File: src/rtl/cpu_pkg.sv
// Shared widths, opcode encodings and ALU operations, imported by every core module and the testbench
package cpu_pkg;

	// Data word or program counter
	typedef logic [15:0] word_t;

	// Raw instruction word
	typedef logic [15:0] instr_t;

	// Register number
	typedef logic [2:0] reg_sel_t;

	// Bytes per instruction
	localparam word_t PC_STEP = 16'd2;

	// Opcode field, instruction bits 15 to 11
	typedef enum logic [4:0] {
		OP_HALT   = 5'b00000,
		OP_NOP    = 5'b00001,
		OP_J      = 5'b00100,
		OP_ADDI   = 5'b01000,
		OP_SUBI   = 5'b01001,
		OP_XORI   = 5'b01010,
		OP_ANDNI  = 5'b01011,
		OP_BEQZ   = 5'b01100,
		OP_BNEZ   = 5'b01101,
		OP_SLBI   = 5'b10010,
		OP_LBI    = 5'b11000,
		OP_RR_ALU = 5'b11011
	} opcode_e;

	// ALU operations
	// SUB is b minus a, ANDN is a and not b
	typedef enum logic [2:0] {
		ALU_ADD,
		ALU_SUB,
		ALU_XOR,
		ALU_ANDN,
		ALU_PASS_B,
		ALU_SHIFT_LOAD
	} alu_op_e;

endpackage

File: src/rtl/instr_buffer.sv
// Circular instruction queue between fetch and execute, flushed on a taken branch or jump
`timescale 1ns/1ps

module instr_buffer import cpu_pkg::*; #(
	parameter int BUF_DEPTH = 2
) (
	input  logic   clk,
	input  logic   rst,
	input  logic   flush,
	input  logic   f_valid,
	input  instr_t f_instr,
	input  word_t  f_pc,
	input  logic   b_ready,
	output logic   f_ready,
	output logic   b_valid,
	output instr_t b_instr,
	output word_t  b_pc
);

	localparam int PW = $clog2(BUF_DEPTH);

	instr_t         buf_instr [BUF_DEPTH];
	word_t          buf_pc [BUF_DEPTH];
	logic [PW-1:0]  rd_ptr;
	logic [PW-1:0]  wr_ptr;
	logic [PW:0]    count;
	logic           push;
	logic           pop;

	assign f_ready = (count != (PW+1)'(BUF_DEPTH));
	assign b_valid = (count != '0);
	assign b_instr = buf_instr[rd_ptr];
	assign b_pc    = buf_pc[rd_ptr];

	assign push = f_valid & f_ready;
	assign pop  = b_valid & b_ready;

	always_ff @(posedge clk) begin
		if (rst | flush) begin
			rd_ptr <= '0;
			wr_ptr <= '0;
			count  <= '0;
		end else begin
			if (push)
				wr_ptr <= wr_ptr + 1'b1;
			if (pop)
				rd_ptr <= rd_ptr + 1'b1;
			// Push and pop together leave the count alone
			if (push & ~pop)
				count <= count + 1'b1;
			else if (pop & ~push)
				count <= count - 1'b1;
		end
	end

	always_ff @(posedge clk) begin
		if (push & ~flush) begin
			buf_instr[wr_ptr] <= f_instr;
			buf_pc[wr_ptr]    <= f_pc;
		end
	end

endmodule

File: config.mk
export PLATFORM = sky130hd
export DESIGN_NAME = instr_buffer
export DESIGN_NICKNAME = d
export VERILOG_FILES = /design/src/rtl/cpu_pkg.sv /design/src/rtl/instr_buffer.sv
export SDC_FILE = /design/constraint.sdc
export NUM_CORES = 1
export LEC_CHECK = 0
export BUFFER_PORTS_ARGS = -buffer_cell sky130_fd_sc_hd__buf_2
export CAP_MARGIN = 25
export CORE_MARGIN = 2
export CORE_UTILIZATION = 40
export CTS_BUF_LIST = sky130_fd_sc_hd__clkbuf_16
export CTS_CLUSTER_SIZE = 8
export DETAILED_ROUTE_END_ITERATION = 10
export PLACE_DENSITY_LB_ADDON = 0.08
export SLEW_MARGIN = 20
export SYNTH_ARGS = -nofsm -noshare
export SYNTH_HDL_FRONTEND = slang
export SYNTH_SLANG_ARGS = --single-unit
File: constraint.sdc
create_clock -name clk -period 5.05 [get_ports clk]
set_clock_uncertainty 0.1 [all_clocks]
set_input_delay 1.2625 -clock clk [delete_from_list [all_inputs] [get_ports clk]]
set_output_delay 1.2625 -clock clk [all_outputs]
set_load 0.05 [all_outputs]
# --- After elaboration in Yosys (flattened, before gate mapping) ---
# Memories as Yosys holds them, arrays and structs flattened. A register that Yosys moved wholly into a read port is not among the register bits.
# Cells that the tools add are included.
totals:
  out_inout_bits: 34
  inputBits: 37
  ff_bits: 4
  ram_bits: 64
  n_memories: 2
  word_cells: 29
classes:
  eq_ne: 1
  addsub: 4
  n_reduce_logical: 2
  n_mux: 8
  bitwise: 9
memory_table:
  columns: ["memory", "depth", "word_bits", "rd", "rd_ports_with_merged_regs", "write_ports", "line_no", "text"]
  rows:
  - ["buf_instr", 2, 16, 1, 1, 1, "instr_buffer.sv:22", "instr_t buf_instr [BUF_DEPTH];"]
  - ["buf_pc", 2, 16, 1, 1, 1, "instr_buffer.sv:23", "word_t buf_pc [BUF_DEPTH];"]
ops:
  columns: ["op", "count"]
  rows:
  - ["2-to-1 mux 1 bit", 6]
  - ["AND 1 bit", 5]
  - ["2-to-1 mux 2 bit", 2]
  - ["nonzero test 2 bit", 2]
  - ["inverter 1 bit", 3]
  - ["adder 1 bit, second input constant", 2]
  - ["adder 2 x 1 -> 2 bit, second input constant", 1]
  - ["inequality test 2 bit, second input constant", 1]
  - ["subtractor 2 x 1 -> 2 bit, second input constant", 1]
  - ["bitwise OR 1 bit", 1]

# --- Longest topological paths before layout ---
depth:
  depth_word: 6
  ltp_mapped: 8
  depth_no_buf: 8

# --- Worst setup path after synthesis ---
# Ideal clock, no wire load.
synth_timing:
  path_type: "in2reg"
  startpoint: "in f_valid"
  endpoint: "mem buf_instr[1][0] in the netlist's numbering (enable)"
  path_buffers: 0
  slack_ns: 0.735
  t_required_ns: 4.482
  cell_stages: 2
  t_arrival_ns: 3.746
  setup_ns: 0.468
  path_cell_list: "nand2_1 -> nor3b_1"
synth_between:
  elab_chain_len: 4
synth_rtl:
  columns: ["element", "line_no", "text"]
  rows:
  - ["start, declared", "instr_buffer.sv:10", "input logic f_valid,"]
  - ["AND 1 bit", "instr_buffer.sv:35", "assign push = f_valid & f_ready;"]
  - ["AND 1 bit", "instr_buffer.sv:57", "if (push & ~flush) begin"]
  - ["2-to-1 mux 1 bit", "instr_buffer.sv:57", null]
  - ["2-to-1 mux 1 bit (not written as such)", "instr_buffer.sv:58", "buf_instr[wr_ptr] <= f_instr;"]
  - ["end, declared", "instr_buffer.sv:22", null]
# Every way passes these cells.

==> key figures <==
GRT
  • First-pass GRT wire length: 6.817 mm
  • GRT Residual Overflow: 0
  • Met3 GRT Util: 4.154%
  • Largest net degree at the start of global routing: 33
  • Busiest grt layer: met2
  • GRT Total Usage: 12.90%
  • Global Route met2 Usage: 22.11%
  • M1 GR Usage: 14.37%
  • Initial antenna violation count: 0
  • Vias in the first global route: 1443

Clocking
  • Clock Latency Late Sink: 0.31 ns
  • Sink Count: 69
  • Hold_buf cts: 0
  • Setup Buffers After CTS: 0
  • Inserted Clock Buffers: 9
  • Post-CTS sizing: 0
  • Max H-tree Level: 3
  • Root buffer cell: clkbuf_16
  • Clk pin slew, worst setup/hold paths: 0.05 ns
  • Clk buf depth: 2
  • CTS tree: done

Timing
  • Max transition margin: 70.80%
  • Ratio of final minimum period to clock period: 62.72%
  • Final min period: 3.167 ns
  • Tightest Pin Transition: 0.4380 ns
  • RSZ-0062 raised after global routing: no
  • Max frequency: 0.3157 GHz
  • Final setup vio count: 0
  • Max-slew violations: 0
  • Setup TNS: 0 ns
  • Hold Violations, Final: 0

Detailed routing
  • First DRT Iteration DRCs: 82
  • ANT nets after route: 0
  • Routed WL: 4.252 mm
  • Via count: 1343
  • DRC viols: 0
  • Vias per std cell: 4.631
  • WL/cell: 14.66 um
  • 1st-pass router iterations: 4

Logic synthesis
  • Top cells by area, synth: edfxtp_1, mux2_2, dfxtp_1
  • Syn nets: 166
  • Cell area after synthesis: 0.002542 mm^2
  • Synth unique cells: 18
  • Sequential fraction of the synthesis area: 79.53%
  • Synth warnings: 0
  • Synthesis-stage register bit count: 69
  • Syn_area_per_cell: 19.86 um^2
  • Synthesized instance count: 128
  • Synth top area share: 75.59%
  • Largest area contributor in the netlist: edfxtp_1

Critical path
  • Critical Path End Type: output port
  • Worst reg2reg path depth: 7
  • Critical path launch point type: register
  • Setup CP Type: register to output port
  • FF-to-FF setup slack: 3.22 ns
  • CP Max Fanout: 25
  • Worst Path Arrival: 1.80 ns
  • WP data required: 3.69 ns
  • Worst reg2reg path endpoint: count[1]$_SDFFE_PP0P_
  • R2r startpoint: count[1]$_SDFFE_PP0P_

Die
  • Die height: 83.73 um
  • Core Region: 0.006241 mm^2
  • Die ar.: 0.007010 mm^2
  • # IOs: 71
  • Starting Density: 40.74%
  • Floorplan row count: 29
  • Chip width: 83.73 um

Placement
  • Dpl hpwl: 2.893 mm
  • Post-Place Cells: 274
  • Gpl congestion: 0.7077
  • Port bufs: 70

Power
  • Peak supply drop: 239.1 uV
  • LEAKAGE: 1.235 nW
  • Pwr Density: 402.8 mW/mm^2

Cells and area
  • NumNets Final: 246
  • Synth-to-layout area growth: 27.71%
  • Non-filler cells, final: 290
  • Share of layout cells above drive strength 1: 54.46%
  • # diodes: 0

Flow run
  • Max-cap violations: 0

Hold path
  • Hold depth: 2
  • Hold Startpoint: rd_ptr$_SDFFE_PP0P_
  • Worst Hold End: rd_ptr$_SDFFE_PP0P_
  • HP Class: register to register

Run status
  • Status: finished, final reports clean
[synthesized netlist by cell type, drive strengths merged]
library cell,n
a21oi,2
buf,3
clkbuf,1
dfxtp,5
edfxtp,64
ha,1
inv,3
mux2,32
nand2,1
nor2,3
nor2b,1
nor3,1
nor3b,1
o21ai,3
or2,2
or3,2
xor2,3
[worst max path at each step]
stage	end	slack, ns
after global routing	b_instr[7]	1.76
after global placement	b_instr[7]	2.21
after floorplan	buf_instr[1][0]$_DFFE_PP_	0.74
after CTS	b_instr[7]	1.83
after detailed placement	b_instr[7]	2.18
final	b_instr[7]	1.88
[sequential cells by signal (all words and copies together), names as in the netlist, named ones only]
signal / count
count: 2
wr_ptr: 1
buf_instr: 32
rd_ptr: 1
buf_pc: 32
[cell families (layout without fill, tap and decap cells)]
family                     count (synthesis)  in the layout  synth area share (%)
buffers and inverters                      7             92                 1.476
xor gates and xnor gates                   3              3                 1.034
and+or+nand+nor                           11             11                 2.313
AOI/OAI and AO/OA                          5              5                0.9841
DFF                                       69             69                 79.53
adders and majority gates                  1              1                0.4920
muxes                                     32             32                 14.17
[power breakdown]
group	leakage (nW)	internal [mW]	switching (mW)	total, mW
Clock	0.133	0.319	0.193	0.512
Sequential	0.628	0.648	0.00621	0.654
Combinational	0.474	0.0429	0.0990	0.142
Total	1.23	1.01	0.299	1.31
[worst max-delay path: stages (launching register included)]
cell,delay [ns]
dfxtp_1,0.49
buf_4,0.38
mux2_2,0.39
buf_2,0.21
[layout by cell type (no fill, tap or decap), drive strengths merged]
master and instances:
a21oi 2, nor2 3, nand2 1, clkbuf 9
ha 1, xor2 3, mux2 32, dfxtp 5
inv 6, nor2b 1, or2 2, nor3b 1
buf 73, nor3 1, edfxtp 64, or3 2
o21ai 3, clkinv 4
[through the flow]
step / power [mW] / worst slack (ns) / hold slack, ns / area [um^2] / utilization (%)
final: 1.308 / 1.883 / 0.4100 / 3247 / 52.02
after CTS: 1.325 / 1.834 / 0.4167 / 3247 / 52.02
after detailed placement: 0.8088 / 2.177 / 0.3968 / 2995 / 48.00
after global routing: 1.359 / 1.762 / 0.4530 / 3247 / 52.02
after global placement: 0.8049 / 2.208 / 0.3889 / 2995 / 48.00
after floorplan: 0.7680 / 0.7354 / 0.3656 / 2542 / -
[per-layer routing]
layer / vias to the layer above / share of wire, % / routed length [um]
li1: 654 / - / -
met1: 637 / 39 / 1679
met2: 43 / 52 / 2204
met3: 9 / 6.6 / 279
met4: 0 / 2.0 / 87
met5: - / 0 / 0
[final cells by class]
type	instances	area, um^2
sequential	69	2022
fill	546	2994
clock inverter	7	26.28
inverter	3	11.26
timing repair buffer	73	372.9
tap	77	96.34
clock buffer	9	225.2
multi-input combinational	52	493.0
(Power assumes the default switching activity.)
