<file path="src/rtl/cpu_pkg.sv">
// Shared widths, opcode encodings and ALU operations, imported by every core module and the testbench
package cpu_pkg;

	// Data word or program counter
	typedef logic [15:0] word_t;

	// Raw instruction word
	typedef logic [15:0] instr_t;

	// Register number
	typedef logic [2:0] reg_sel_t;

	// Bytes per instruction
	localparam word_t PC_STEP = 16'd2;

	// Opcode field, instruction bits 15 to 11
	typedef enum logic [4:0] {
		OP_HALT   = 5'b00000,
		OP_NOP    = 5'b00001,
		OP_J      = 5'b00100,
		OP_ADDI   = 5'b01000,
		OP_SUBI   = 5'b01001,
		OP_XORI   = 5'b01010,
		OP_ANDNI  = 5'b01011,
		OP_BEQZ   = 5'b01100,
		OP_BNEZ   = 5'b01101,
		OP_SLBI   = 5'b10010,
		OP_LBI    = 5'b11000,
		OP_RR_ALU = 5'b11011
	} opcode_e;

	// ALU operations
	// SUB is b minus a, ANDN is a and not b
	typedef enum logic [2:0] {
		ALU_ADD,
		ALU_SUB,
		ALU_XOR,
		ALU_ANDN,
		ALU_PASS_B,
		ALU_SHIFT_LOAD
	} alu_op_e;

endpackage

</file>
<file path="src/rtl/alu.sv">
// Combinational ALU for the execute unit, a is Rs and b is Rt or the immediate
`timescale 1ns/1ps

module alu import cpu_pkg::*; (
	input  word_t   a,
	input  word_t   b,
	input  alu_op_e op,
	output word_t   result
);

	always_comb begin
		case (op)
			ALU_ADD:  result = a + b;
			// Inverted-input subtract, b minus a
			ALU_SUB:  result = b - a;
			ALU_XOR:  result = a ^ b;
			ALU_ANDN: result = a & ~b;
			ALU_PASS_B: result = b;
			// SLBI: low byte of a moves up, immediate fills the bottom
			ALU_SHIFT_LOAD: result = (a << 8) | b;
			default:  result = b;
		endcase
	end

endmodule

</file>
<file path="src/rtl/decoder.sv">
// Instruction decode: register selects, destination, extended immediate and control flags
`timescale 1ns/1ps

module decoder import cpu_pkg::*; (
	input  instr_t   instr,
	output opcode_e  opcode,
	output reg_sel_t rs_sel,
	output reg_sel_t rt_sel,
	output reg_sel_t wr_sel,
	output logic     wr_en,
	output alu_op_e  alu_op,
	output logic     use_imm,
	output word_t    imm,
	output logic     is_branch,
	output logic     branch_if_zero,
	output logic     is_jump,
	output logic     is_halt
);

	logic [4:0]  op_bits;
	logic [4:0]  imm5;
	logic [7:0]  imm8;
	logic [10:0] disp11;
	logic [1:0]  funct;
	reg_sel_t    rd_sel;
	logic        known;

	assign op_bits = instr[15:11];
	assign rs_sel  = instr[10:8];
	assign rt_sel  = instr[7:5];
	assign rd_sel  = instr[4:2];
	assign imm5    = instr[4:0];
	assign imm8    = instr[7:0];
	assign disp11  = instr[10:0];
	assign funct   = instr[1:0];

	// Anything outside the kept set behaves as NOP
	assign opcode = known ? opcode_e'(op_bits) : OP_NOP;

	always_comb begin
		known          = 1'b1;
		wr_sel         = rt_sel;
		wr_en          = 1'b0;
		alu_op         = ALU_ADD;
		use_imm        = 1'b0;
		imm            = '0;
		is_branch      = 1'b0;
		branch_if_zero = 1'b0;
		is_jump        = 1'b0;
		is_halt        = 1'b0;
		case (op_bits)
			OP_HALT: is_halt = 1'b1;
			OP_NOP:  known = 1'b1;
			OP_J: begin
				is_jump = 1'b1;
				imm     = {{5{disp11[10]}}, disp11};
			end
			OP_ADDI, OP_SUBI: begin
				wr_en   = 1'b1;
				use_imm = 1'b1;
				imm     = {{11{imm5[4]}}, imm5};
				alu_op  = op_bits[0] ? ALU_SUB : ALU_ADD;
			end
			// Logical immediates are zero extended
			OP_XORI, OP_ANDNI: begin
				wr_en   = 1'b1;
				use_imm = 1'b1;
				imm     = {11'b0, imm5};
				alu_op  = op_bits[0] ? ALU_ANDN : ALU_XOR;
			end
			OP_BEQZ, OP_BNEZ: begin
				is_branch      = 1'b1;
				branch_if_zero = ~op_bits[0];
				imm            = {{8{imm8[7]}}, imm8};
			end
			OP_LBI: begin
				wr_sel  = rs_sel;
				wr_en   = 1'b1;
				use_imm = 1'b1;
				imm     = {{8{imm8[7]}}, imm8};
				alu_op  = ALU_PASS_B;
			end
			OP_SLBI: begin
				wr_sel  = rs_sel;
				wr_en   = 1'b1;
				use_imm = 1'b1;
				imm     = {8'h00, imm8};
				alu_op  = ALU_SHIFT_LOAD;
			end
			OP_RR_ALU: begin
				wr_sel = rd_sel;
				wr_en  = 1'b1;
				case (funct)
					2'b00:   alu_op = ALU_ADD;
					2'b01:   alu_op = ALU_SUB;
					2'b10:   alu_op = ALU_XOR;
					default: alu_op = ALU_ANDN;
				endcase
			end
			default: known = 1'b0;
		endcase
	end

endmodule

</file>
<file path="src/rtl/exec_unit.sv">
// Execute stage: decodes the buffer head, writes back, resolves control flow and records each retire
`timescale 1ns/1ps

module exec_unit import cpu_pkg::*; (
	input  logic     clk,
	input  logic     rst,
	input  logic     b_valid,
	input  instr_t   b_instr,
	input  word_t    b_pc,
	output logic     b_ready,
	output logic     redirect,
	output word_t    redirect_pc,
	output logic     retire_valid,
	output word_t    retire_pc,
	output logic     retire_write,
	output reg_sel_t retire_reg,
	output word_t    retire_data,
	output logic     halted
);

	reg_sel_t rs_sel;
	reg_sel_t rt_sel;
	reg_sel_t wr_sel;
	logic     dec_wr_en;
	alu_op_e  alu_op;
	logic     use_imm;
	word_t    imm;
	logic     is_branch;
	logic     branch_if_zero;
	logic     is_jump;
	logic     is_halt;
	word_t    rs_data;
	word_t    rt_data;
	word_t    alu_b;
	word_t    alu_result;
	logic     accept;
	logic     commit;
	logic     taken;

	assign b_ready = ~halted;
	assign accept  = b_valid & b_ready;
	assign commit  = accept & dec_wr_en;
	assign alu_b   = use_imm ? imm : rt_data;

	// Branches test Rs against zero
	assign taken       = is_jump | (is_branch & ((rs_data == '0) == branch_if_zero));
	assign redirect    = accept & taken;
	assign redirect_pc = b_pc + PC_STEP + imm;

	decoder dec0 (
		.instr          (b_instr),
		.opcode         (),
		.rs_sel         (rs_sel),
		.rt_sel         (rt_sel),
		.wr_sel         (wr_sel),
		.wr_en          (dec_wr_en),
		.alu_op         (alu_op),
		.use_imm        (use_imm),
		.imm            (imm),
		.is_branch      (is_branch),
		.branch_if_zero (branch_if_zero),
		.is_jump        (is_jump),
		.is_halt        (is_halt)
	);

	// Write lands at the accept edge, so the next instruction sees it
	reg_file rf0 (
		.clk      (clk),
		.rst      (rst),
		.rd1_sel  (rs_sel),
		.rd2_sel  (rt_sel),
		.wr_sel   (wr_sel),
		.wr_en    (commit),
		.wr_data  (alu_result),
		.rd1_data (rs_data),
		.rd2_data (rt_data)
	);

	alu alu0 (
		.a      (rs_data),
		.b      (alu_b),
		.op     (alu_op),
		.result (alu_result)
	);

	always_ff @(posedge clk) begin
		if (rst) begin
			retire_valid <= 1'b0;
			halted       <= 1'b0;
		end else begin
			retire_valid <= accept;
			if (accept & is_halt)
				halted <= 1'b1;
		end
	end

	// Retire record
	always_ff @(posedge clk) begin
		if (accept) begin
			retire_pc    <= b_pc;
			retire_write <= dec_wr_en;
			retire_reg   <= wr_sel;
			retire_data  <= dec_wr_en ? alu_result : '0;
		end
	end

endmodule

</file>
<file path="src/rtl/reg_file.sv">
// Eight 16-bit general registers, two asynchronous read ports and one synchronous write port
`timescale 1ns/1ps

module reg_file import cpu_pkg::*; (
	input  logic     clk,
	input  logic     rst,
	input  reg_sel_t rd1_sel,
	input  reg_sel_t rd2_sel,
	input  reg_sel_t wr_sel,
	input  logic     wr_en,
	input  word_t    wr_data,
	output word_t    rd1_data,
	output word_t    rd2_data
);

	word_t regs [8];

	assign rd1_data = regs[rd1_sel];
	assign rd2_data = regs[rd2_sel];

	always_ff @(posedge clk) begin
		if (rst) begin
			for (int i = 0; i < 8; i++)
				regs[i] <= '0;
		end else if (wr_en) begin
			regs[wr_sel] <= wr_data;
		end
	end

endmodule

</file>
<file path="config.mk">
export PLATFORM = sky130hd
export DESIGN_NAME = exec_unit
export DESIGN_NICKNAME = d
export VERILOG_FILES = /design/src/rtl/cpu_pkg.sv /design/src/rtl/alu.sv /design/src/rtl/decoder.sv /design/src/rtl/exec_unit.sv /design/src/rtl/reg_file.sv
export SDC_FILE = /design/constraint.sdc
export NUM_CORES = 1
export LEC_CHECK = 0
export BUFFER_PORTS_ARGS = -buffer_cell sky130_fd_sc_hd__buf_4
export CAP_MARGIN = 15
export CORE_MARGIN = 2
export CORE_UTILIZATION = 25
export CTS_CLUSTER_DIAMETER = 150
export DETAILED_ROUTE_END_ITERATION = 12
export PLACE_DENSITY_LB_ADDON = 0.05
export SETUP_SLACK_MARGIN = 0.02
export SYNTH_ARGS = -nofsm -noshare
export SYNTH_HDL_FRONTEND = slang
export SYNTH_SLANG_ARGS = --single-unit
export TNS_END_PERCENT = 5
</file>
<file path="constraint.sdc">
create_clock -name clk -period 8.1 [get_ports clk]
set_input_delay 0.81 -clock clk [delete_from_list [all_inputs] [get_ports clk]]
set_output_delay 0.81 -clock clk [all_outputs]
set_load 0.05 [all_outputs]
</file>
Word level (Yosys, flattened, before mapping). Memories as Yosys holds them, arrays and structs flattened. Cells that the tools add are included.

Register bits: 38. RAM bits: 128. Input port bits: 35. Output and inout bits: 56. Logic and storage cells: 74. Memories: 1.

Memories: rf0.regs (words 8, width 16, rd ports 2, clocked after Yosys merged registers in 0, wr ports 8, line reg_file.sv:16) `word_t regs [8];`.

$add $sub $neg: 4. Equal/unequal tests: 17. Muxes and demuxes: 22. Bitwise operators: 12. Reduce and logical (&&, ||, !) cells: 12.

Operator list (number): $pmux W16 S5 (2); $add A16 B16 Y16 (2); $mux W16 (2); $eq A5 B4 Y1 const B (6); $add A16 B2 Y16 const B (1); $and A16 B16 Y16 (1); $logic_not A16 Y1 (1); $not A16 Y16 (1); $or A16 B16 Y16 (1); $reduce_or A16 Y1 (1); $sub A16 B16 Y16 (1); $xor A16 B16 Y16 (1); $eq A5 B5 Y1 const B (3); $pmux W3 S5 (1); $mux W1 (14); $reduce_or A2 Y1 (4); $reduce_or A7 Y1 (1); $eq A3 B2 Y1 const B (2); $pmux W2 S3 (1); $pmux W3 S2 (1); $reduce_or A6 Y1 (1); $and A1 B1 Y1 (5); $eq A5 B3 Y1 const B (1); $logic_not A5 Y1 (1); 11 further kinds (12).

Depth between registers and ports, before layout. Gate-level depths: netlist (run 1).

Depth in word-level cells: 9. Gate-level depth with buffers: 19. Depth with buffers taken out: 18.

Cells and area by module. From an unflattened synthesis (run 1), not the netlist that was laid out.

Cell total of the unflattened synthesis: 1027. Area total of the unflattened synthesis: 12007.8 µm².

By module, submodules not included: reg_file (instances 1, cells an instance 430, area each 7000.5 µm², sequential area each 3843.7 µm²); exec_unit (instances 1, cells an instance 212, area each 2483.6 µm², sequential area each 1121.1 µm²); alu (instances 1, cells an instance 295, area each 1914.3 µm², sequential area each 0.0 µm²); decoder (instances 1, cells an instance 90, area each 609.3 µm², sequential area each 0.0 µm²).

Least setup slack after synthesis (run 1). Ideal clock, no wire load.

Path kind: input-to-output. Start: input port b_instr[5]. End: output port redirect_pc[15]. Data arrival time: 5172 ps. Data required time: 7290 ps. Setup slack: 2118 ps. Cell stages on the path: 14. Path buffers: 4. Cell sequence: clkbuf_1 > buf_2 > buf_2 > buf_1 > a21oi_1 > inv_1 > ha_1 > ha_1 > o21ai_0 > nand2b_1 > a31o_2 > a311o_1 > nor3b_1 > a211oi_1.

Longest elaborated chain between the ends: 2.

RTL lines: from (decl) (line exec_unit.sv:8) `input instr_t b_instr,`; $pmux W16 S5 (line decoder.sv:51) `case (op_bits)`; $add A16 B16 Y16 (line exec_unit.sv:48) `assign redirect_pc = b_pc + PC_STEP + imm;`; to (decl) (line exec_unit.sv:12) `output word_t redirect_pc,`.

Every way passes these cells.

Final worst setup path (run 1).
Start: input port b_instr[8]. End: register retire_data[13], data pin.

Longest elaborated chain between the ends: 4. Elaborated cells between the ends (all ways): 9. Those cells by class: add/sub: 2; mux: 3; bitwise: 3; memory: 1.

RTL lines: parallel branches: the longest is 3 deep, another holds $mem_v2 Z8 W16; $pmux W16 S5 * (line alu.sv:12) `case (op)`; to (signal assigned) (line exec_unit.sv:103) `retire_data <= dec_wr_en ? alu_result : '0;`; to (decl) (line exec_unit.sv:17) `output word_t retire_data,`.

Mark *: on every way between the ends. A chain may end at the register's enable or synchronous reset.

==> results of run 1 <==
worst reg2reg max path, stage by stage, from the launching register on:
cell and delay (ns):
edfxtp_1 0.39, mux4_2 0.47, mux2i_1 0.51, nand2_1 0.26
or4_1 0.67, o21ai_1 0.21, xnor2_1 0.09, ha_1 0.41
nand2_1 0.09, o211ai_1 0.25, nand2_1 0.11, xnor2_1 0.15
a2111oi_2 0.99, nor2_1 0.11
stage by stage:
stage	hold slack (ns)	setup WS (ns)	cells
2_1_floorplan	0.9089	2.118	903
3_3_place_gp	0.5613	1.962	1505
3_5_place_dp	0.5708	1.863	1505
4_1_cts	0.4724	2.380	1537
5_1_grt	0.4880	1.992	1539
6_report	0.5115	2.359	1539
synth_stat cells (20+ instances only):
library cell	count
o21ai_0	20
clkbuf_1	42
nor2_1	149
mux4_2	62
edfxtp_1	164
ha_1	61
inv_1	37
mux2i_1	26
a21oi_1	32
xnor2_1	30
nand2_1	30
layer usage:
metal  vias up  share of wire (%)
met5         -                  0
li1       3599                  -
met3        29                3.6
met1      3944                 47
met4         0                1.8
met2       155                 48
kinds of logic (layout without fill, tap and decap cells):
kind of cell | count (synthesis) | count (layout)
buf+inv | 97 | 194
simple gates | 279 | 279
mux | 106 | 106
xor+xnor | 42 | 42
compound gates | 150 | 150
fa+ha+maj | 63 | 63
flops | 166 | 166
power groups by stage:
stage	Sequential [mW]	Combinational, mW	Clock [mW]
floorplan	1.07	0.552	0
global placement	1.02	0.919	0
detailed placement	1.02	0.913	0
CTS	1.01	0.919	0.800
global route	1.01	0.986	0.827
finish	1.01	0.907	0.770
worst max path at each step:
stage / from / end / cells after the start
global placement: b_instr[8] / retire_data[13]$_SDFFCE_PN0P_ / 15
global route: b_instr[8] / rf0.regs[7][13]$_SDFFCE_PN0P_ / 14
CTS: b_instr[8] / retire_data[13]$_SDFFCE_PN0P_ / 14
detailed placement: b_instr[8] / retire_data[13]$_SDFFCE_PN0P_ / 14
finish: b_instr[8] / retire_data[13]$_SDFFCE_PN0P_ / 14
floorplan: b_instr[5] / redirect_pc[15] / 14
layout make-up:
class,instances,area (um^2)
Clock buffer,21,460.4
Clock inverter,11,60.06
Fill cell,4315,29560
Inverter,43,161.4
Multi-Input combinational cell,640,5366
Sequential cell,166,4965
Tap cell,539,674.4
Timing Repair Buffer,119,890.9
==> run summary, run 1 <==
Yosys reg bits: 166
peak supply drop: 0.1368 mV
Sw Pwr: 974.8 uW
first-pass GRT wire length: 57080 um
Die Ht: 211.0 um
Synth Area in XOR/XNOR: 3.434%
Overall Power: 2.682 mW
Via-to-Cell Ratio: 5.021
final setup TNS: 0 ns
most common cell after layout, fill and taps aside: edfxtp_1
worst r2r path cells: 13
Simple-Gate Fraction of Synth Area: 11.98%
Hold Path Class: in2reg
quantity of gates resized following cts: 0
synth top area cells: edfxtp_1 (46%), mux4_2 (13%), ha_1 (7.1%)
dominant cell type by area after synthesis: edfxtp_1
sequential power share: 37.5%
# IOs: 91
M2 GR Usage: 29.71%
ys flop type: edfxtp_1
Internal: 1.707 mW
Synth Cell Area: 10710 um^2
num rows: 75
initial antenna violation count: 0
Placeable Area: 42130 um^2
Worst Path Arrival: 5.93 ns
P&R area growth vs syn: 17.41%
Hold Buf Count CTS: 0
Num CTS Buffers: 17
Max Cap Viol: 0
1st-pass router iterations: 7
fin nets: 1085
post-CTS setup buffers: 0
CP cell instances: buf_4 -> mux4_2 -> mux2i_1 -> nand2_1 -> or4_1 -> o21ai_1 -> xnor2_1 -> ha_1 -> nand2_1 -> o211ai_1 -> nand2_1 -> xnor2_1 -> a2111oi_2 -> nor2_1
Slew Limit Fails: 0
initial cell density of the core: 25.43%
Logic pwr share: 33.8%
largest net degree at the start of global routing: 39
hold path endpoint: retire_pc[14]$_DFFE_PP_
CTS clk-pin slew, worst paths: 0.07 ns
GR Util met3: 3.197%
residual DRC count: 0
Starting DRT DRC Count: 576
Biggest register: rf0.regs
share of cells above drive strength 1: 25.00%
CP Max Fanout: 38
# setup viols final: 0
PortBufs: 90
Power Density: 213.2 nW/um^2
Core Util, Final: 29.85%
largest family of logic cells by synthesized area: multiplexers
post-route clock period utilization: 70.87%
Final Hold Viols: 0
status: finished clean
FF-to-FF End: retire_data[13]$_SDFFCE_PN0P_
Crit. End Element: flop
post-route cell area: 12580 um^2
root buf cell: clkbuf_16
area share of fa/ha/maj cells after synthesis: 7.498%
vias in the first global route: 7878
clk_lat worst skew: 0.49 ns
clock sink count: 166
DRT antenna net count: 0
R2R Setup Slk: 3.10 ns
H-tree depth: 4
die area: 44520 um^2
total wire length: 39500 um
post-synth top area share: 45.97%
largest registers: rf0.regs: 128 flops, retire_data: 16 flops, retire_pc: 16 flops
Wirelength per Cell: 25.66 um
multiplexer area fraction after synthesis: 17.45%
GRT Util Overall: 18.41%
Final HPWL DP: 26550 um
Hold Path Origin: b_pc[14]
# diodes: 0
commonest cells after routing, fill and taps aside: edfxtp_1 (164), nor2_1 (149), buf_4 (117), mux4_2 (62), ha_1 (61)
TritonCTS clock tree: built
worst clock skew: 0.01997 ns
Post-synth EDFFs: 164
clk buf depth: 2
GP Congestion: 0.8414
DP Area: 12050 um^2
Max Clock Freq: 174.2 MHz
global route overflow: 0
Synth Area in Compound Gates: 9.624%
Slew headroom: 23.84%
sequential area share after synthesis: 46.34%
max reg flops: 128
Hold Path Depth: 1
top cell family by delay on the critical path: compound AO/OA/AOI/OAI gates
Clock power frac: 28.7%
slowest CP cell: a2111oi_2
kind of critical path: in2reg
post-synth cell types: 70
Die Span X: 211.0 um
total number of vias: 7727
Synth Warn #: 0
Final Critical Period: 5.741 ns
unrepaired setup endpoints after global routing: no
Mapped Nets: 1001
ys async rst share: 0%
CP Data Required Time: 8.29 ns
crit path launch type: primary input
Worst Tran Pin Value: 1.134 ns
Leakage: 4.950 nW
Syn Area/Cell: 11.86 um^2
Synth Instances: 903
GR peak layer: met2
slowest cell delay on critical path: 0.99 ns
Switching Share: 36.34%
worst flop-to-flop path startpoint: rf0.regs[7][2]$_SDFFCE_PN0P_
CP bufs+invs: 1
CP dominant cell by count: nand2_1
M1 GR Usage: 25.15%
Note: power is estimated with default switching activity, not from simulation.
==> run 2, diff against run 1 <==
==> constraint.sdc (replaced) <==
create_clock -name clk -period 5.3 [get_ports clk]
set_input_delay 0.53 -clock clk [delete_from_list [all_inputs] [get_ports clk]]
set_output_delay 0.53 -clock clk [all_outputs]
set_load 0.05 [all_outputs]
==> run summary, run 2 (synthesis results as in run 1) <==
Via-to-Cell Ratio: 5.011 (-0.19%)
Hold Path Depth: 1 (unchanged)
Power Density: 345.9 nW/um^2 (+62%)
top cell family by delay on the critical path: compound AO/OA/AOI/OAI gates
area occupied by multi-input gates: 5364 um^2 (about the same)
Slew headroom: 44.45% (+21 points)
die area: 44520 um^2 (unchanged)
fin nets: 1116 (+2.9%)
routed wl met3: 1023 um (-28%)
Die Ht: 211.0 um (unchanged)
vias in the first global route: 8121 (+3.1%)
Hold Path Class: in2reg
Sequential cell area: 4965 um^2 (unchanged)
post-route clock period utilization: 95.26%
clk buf depth: 2 (unchanged)
FF-to-FF End: rf0.regs[7][14]$_SDFFCE_PN0P_
DRT antenna net count: 0 (unchanged)
clock sink count: 166 (unchanged)
Starting DRT DRC Count: 582 (+1.0%)
post-place setup slack: 0.1146 ns (-1.748 ns)
Hold Path Origin: b_pc[15]
Worst Slack Setup Final: 0.2511 ns (-2.108 ns)
slowest CP cell: nor3b_1
Leakage: 5.154 nW (+4.1%)
Slew Limit Fails: 0 (unchanged)
commonest cells after routing, fill and taps aside: edfxtp_1 (164), nor2_1 (149), buf_4 (149), mux4_2 (62), ha_1 (61)
DR WL met2: 18750 um (-0.60%)
R2R Setup Slk: 0.70 ns (-2.40 ns)
Max Clock Freq: 198.1 MHz
# diodes: 0 (unchanged)
residual DRC count: 0 (unchanged)
Overall Power: 4.477 mW (+67%)
Worst Path Arrival: 4.52 ns (-1.41 ns)
GP Congestion: 0.8062 (-4.2%)
uppermost layer routed: met5
share of cells above drive strength 1: 27.06% (+2.1 points)
Num CTS Buffers: 17 (unchanged)
worst flop-to-flop path startpoint: rf0.regs[3][1]$_SDFFCE_PN0P_
Biggest register: rf0.regs
global route overflow: 0 (unchanged)
largest net degree at the start of global routing: 38 (-2.6%)
Final Hold Viols: 0 (unchanged)
TritonCTS clock tree: built
unrepaired setup endpoints after global routing: no
kind of critical path: in2out
post-CTS setup buffers: 0 (unchanged)
CP cell instances: buf_4 -> nor3b_1 -> a31oi_1 -> o21ai_1 -> o21bai_1 -> and2_1 -> ha_1 -> ha_1 -> a21o_1 -> a21oi_1 -> o21bai_1 -> a31o_2 -> a311o_1 -> a31o_2 -> a21o_1 -> xor2_1 -> buf_4
Worst Tran Pin Value: 0.8270 ns (-0.3067 ns)
root buf cell: clkbuf_16
1st-pass router iterations: 5 (-2)
quantity of gates resized following cts: 0 (unchanged)
num rows: 75 (unchanged)
Final HPWL DP: 27970 um (+5.3%)
CP Max Fanout: 13 (-66%)
Max Cap Viol: 0 (unchanged)
Die Span X: 211.0 um (unchanged)
initial antenna violation count: 1 (+1)
CP Data Required Time: 4.77 ns (-3.52 ns)
final std cells w/o fill: 1570 (+2.0%)
worst r2r path cells: 15 (+2)
final setup TNS: 0 ns (unchanged)
Placed Cells: 1538 (+2.2%)
hold path endpoint: retire_pc[15]$_DFFE_PP_
PortBufs: 90 (unchanged)
P&R area growth vs syn: 20.84%
Fill cells: 4301 (-0.32%)
clk_lat worst skew: 0.49 ns (about the same)
# IOs: 91 (unchanged)
GRT Util Overall: 18.14% (-0.27 points)
initial cell density of the core: 25.43% (unchanged)
Final Critical Period: 5.049 ns
worst clock skew: 0.02384 ns (+0.003864 ns)
# setup viols final: 0 (unchanged)
status: finished clean
max reg flops: 128 (unchanged)
Hold Buf Count CTS: 0 (unchanged)
Crit. End Element: output pin
Metal-1 WL: 18470 um (-0.19%)
total wire length: 39070 um (-1.1%)
largest registers: rf0.regs: 128 flops, retire_data: 16 flops, retire_pc: 16 flops
Placeable Area: 42130 um^2 (unchanged)
CTS clk-pin slew, worst paths: 0.09 ns (+0.02 ns)
total number of vias: 7868 (+1.8%)
first-pass GRT wire length: 56710 um (-0.64%)
CP bufs+invs: 2 (+1)
slowest cell delay on critical path: 0.41 ns (-0.58 ns)
Wirelength per Cell: 24.89 um (-3.0%)
crit path launch type: primary input
peak supply drop: 0.2667 mV (+95%)
H-tree depth: 4 (unchanged)
most common cell after layout, fill and taps aside: edfxtp_1
==> run 2: cell count changes in the layout (fill, tap and decap cells not counted), sizes merged <==
cell,change
buf,+33
clkinvlp,-2
bufinv,+4
inv,+6
clkbuf,-4
clkinv,-6
==> run 2: worst register-to-register path, cell delays in order, from the launching register on <==
cell and delay, ns:
edfxtp_1 0.42, mux4_2 0.49, mux2i_2 0.29, buf_4 0.20, nand3_1 0.18, o21ai_0 0.24, xnor2_1 0.11, ha_1 0.23
nor4_1 0.48, o21ai_1 0.23, a41o_1 0.35, a211oi_1 0.28, mux2i_1 0.12, a211oi_1 0.36, buf_4 0.25, nor3_1 0.06
==> run 2: worst max path at each step <==
| stage | from | end | slack [ns] | cells past startpoint |
|---|---|---|---|---|
| detailed placement | b_instr[8] | rf0.regs[4][14]$_SDFFCE_PN0P_ | 0.11 | 17 |
| global route | b_instr[15] | redirect_pc[14] | 0.02 | 17 |
| CTS | b_instr[15] | redirect_pc[14] | 0.25 | 17 |
| finish | b_instr[15] | redirect_pc[14] | 0.25 | 17 |
| global placement | b_instr[8] | rf0.regs[1][14]$_SDFFCE_PN0P_ | 0.11 | 17 |
| floorplan | b_instr[5] | retire_data[12]$_SDFFCE_PN0P_ | -0.09 | 15 |
==> run 2: layout make-up <==
class	instances	area share, %
Multi-Input combinational cell	640	41.44
Clock buffer	19	3.344
Inverter	43	1.247
Tap cell	539	5.210
Timing Repair Buffer	150	8.796
Sequential cell	166	38.35
Clock inverter	13	1.614
==> run 2: where the power goes <==
part	internal, mW	switching (mW)	total, mW
logic	0.543	0.952	1.50
clock network	0.806	0.639	1.44
registers	1.51	0.0276	1.54
==> run 2: metrics by stage <==
stage / hold WS (ns) / util (%) / area, um^2
after floorplan: 0.6289 / - / 10720
after global placement: 0.4969 / 29.20 / 12300
after detailed placement: 0.5139 / 29.20 / 12300
after CTS: 0.1965 / 30.72 / 12940
after global routing: 0.2270 / 30.72 / 12940
final: 0.2358 / 30.72 / 12940
==> run 2: layer usage <==
metal / global-route usage [%] / vias to the layer above
met5: 0 / -
met4: 6.095 / 2
met3: 2.869 / 46
met2: 30.05 / 143
met1: 24.15 / 4025
li1: - / 3652
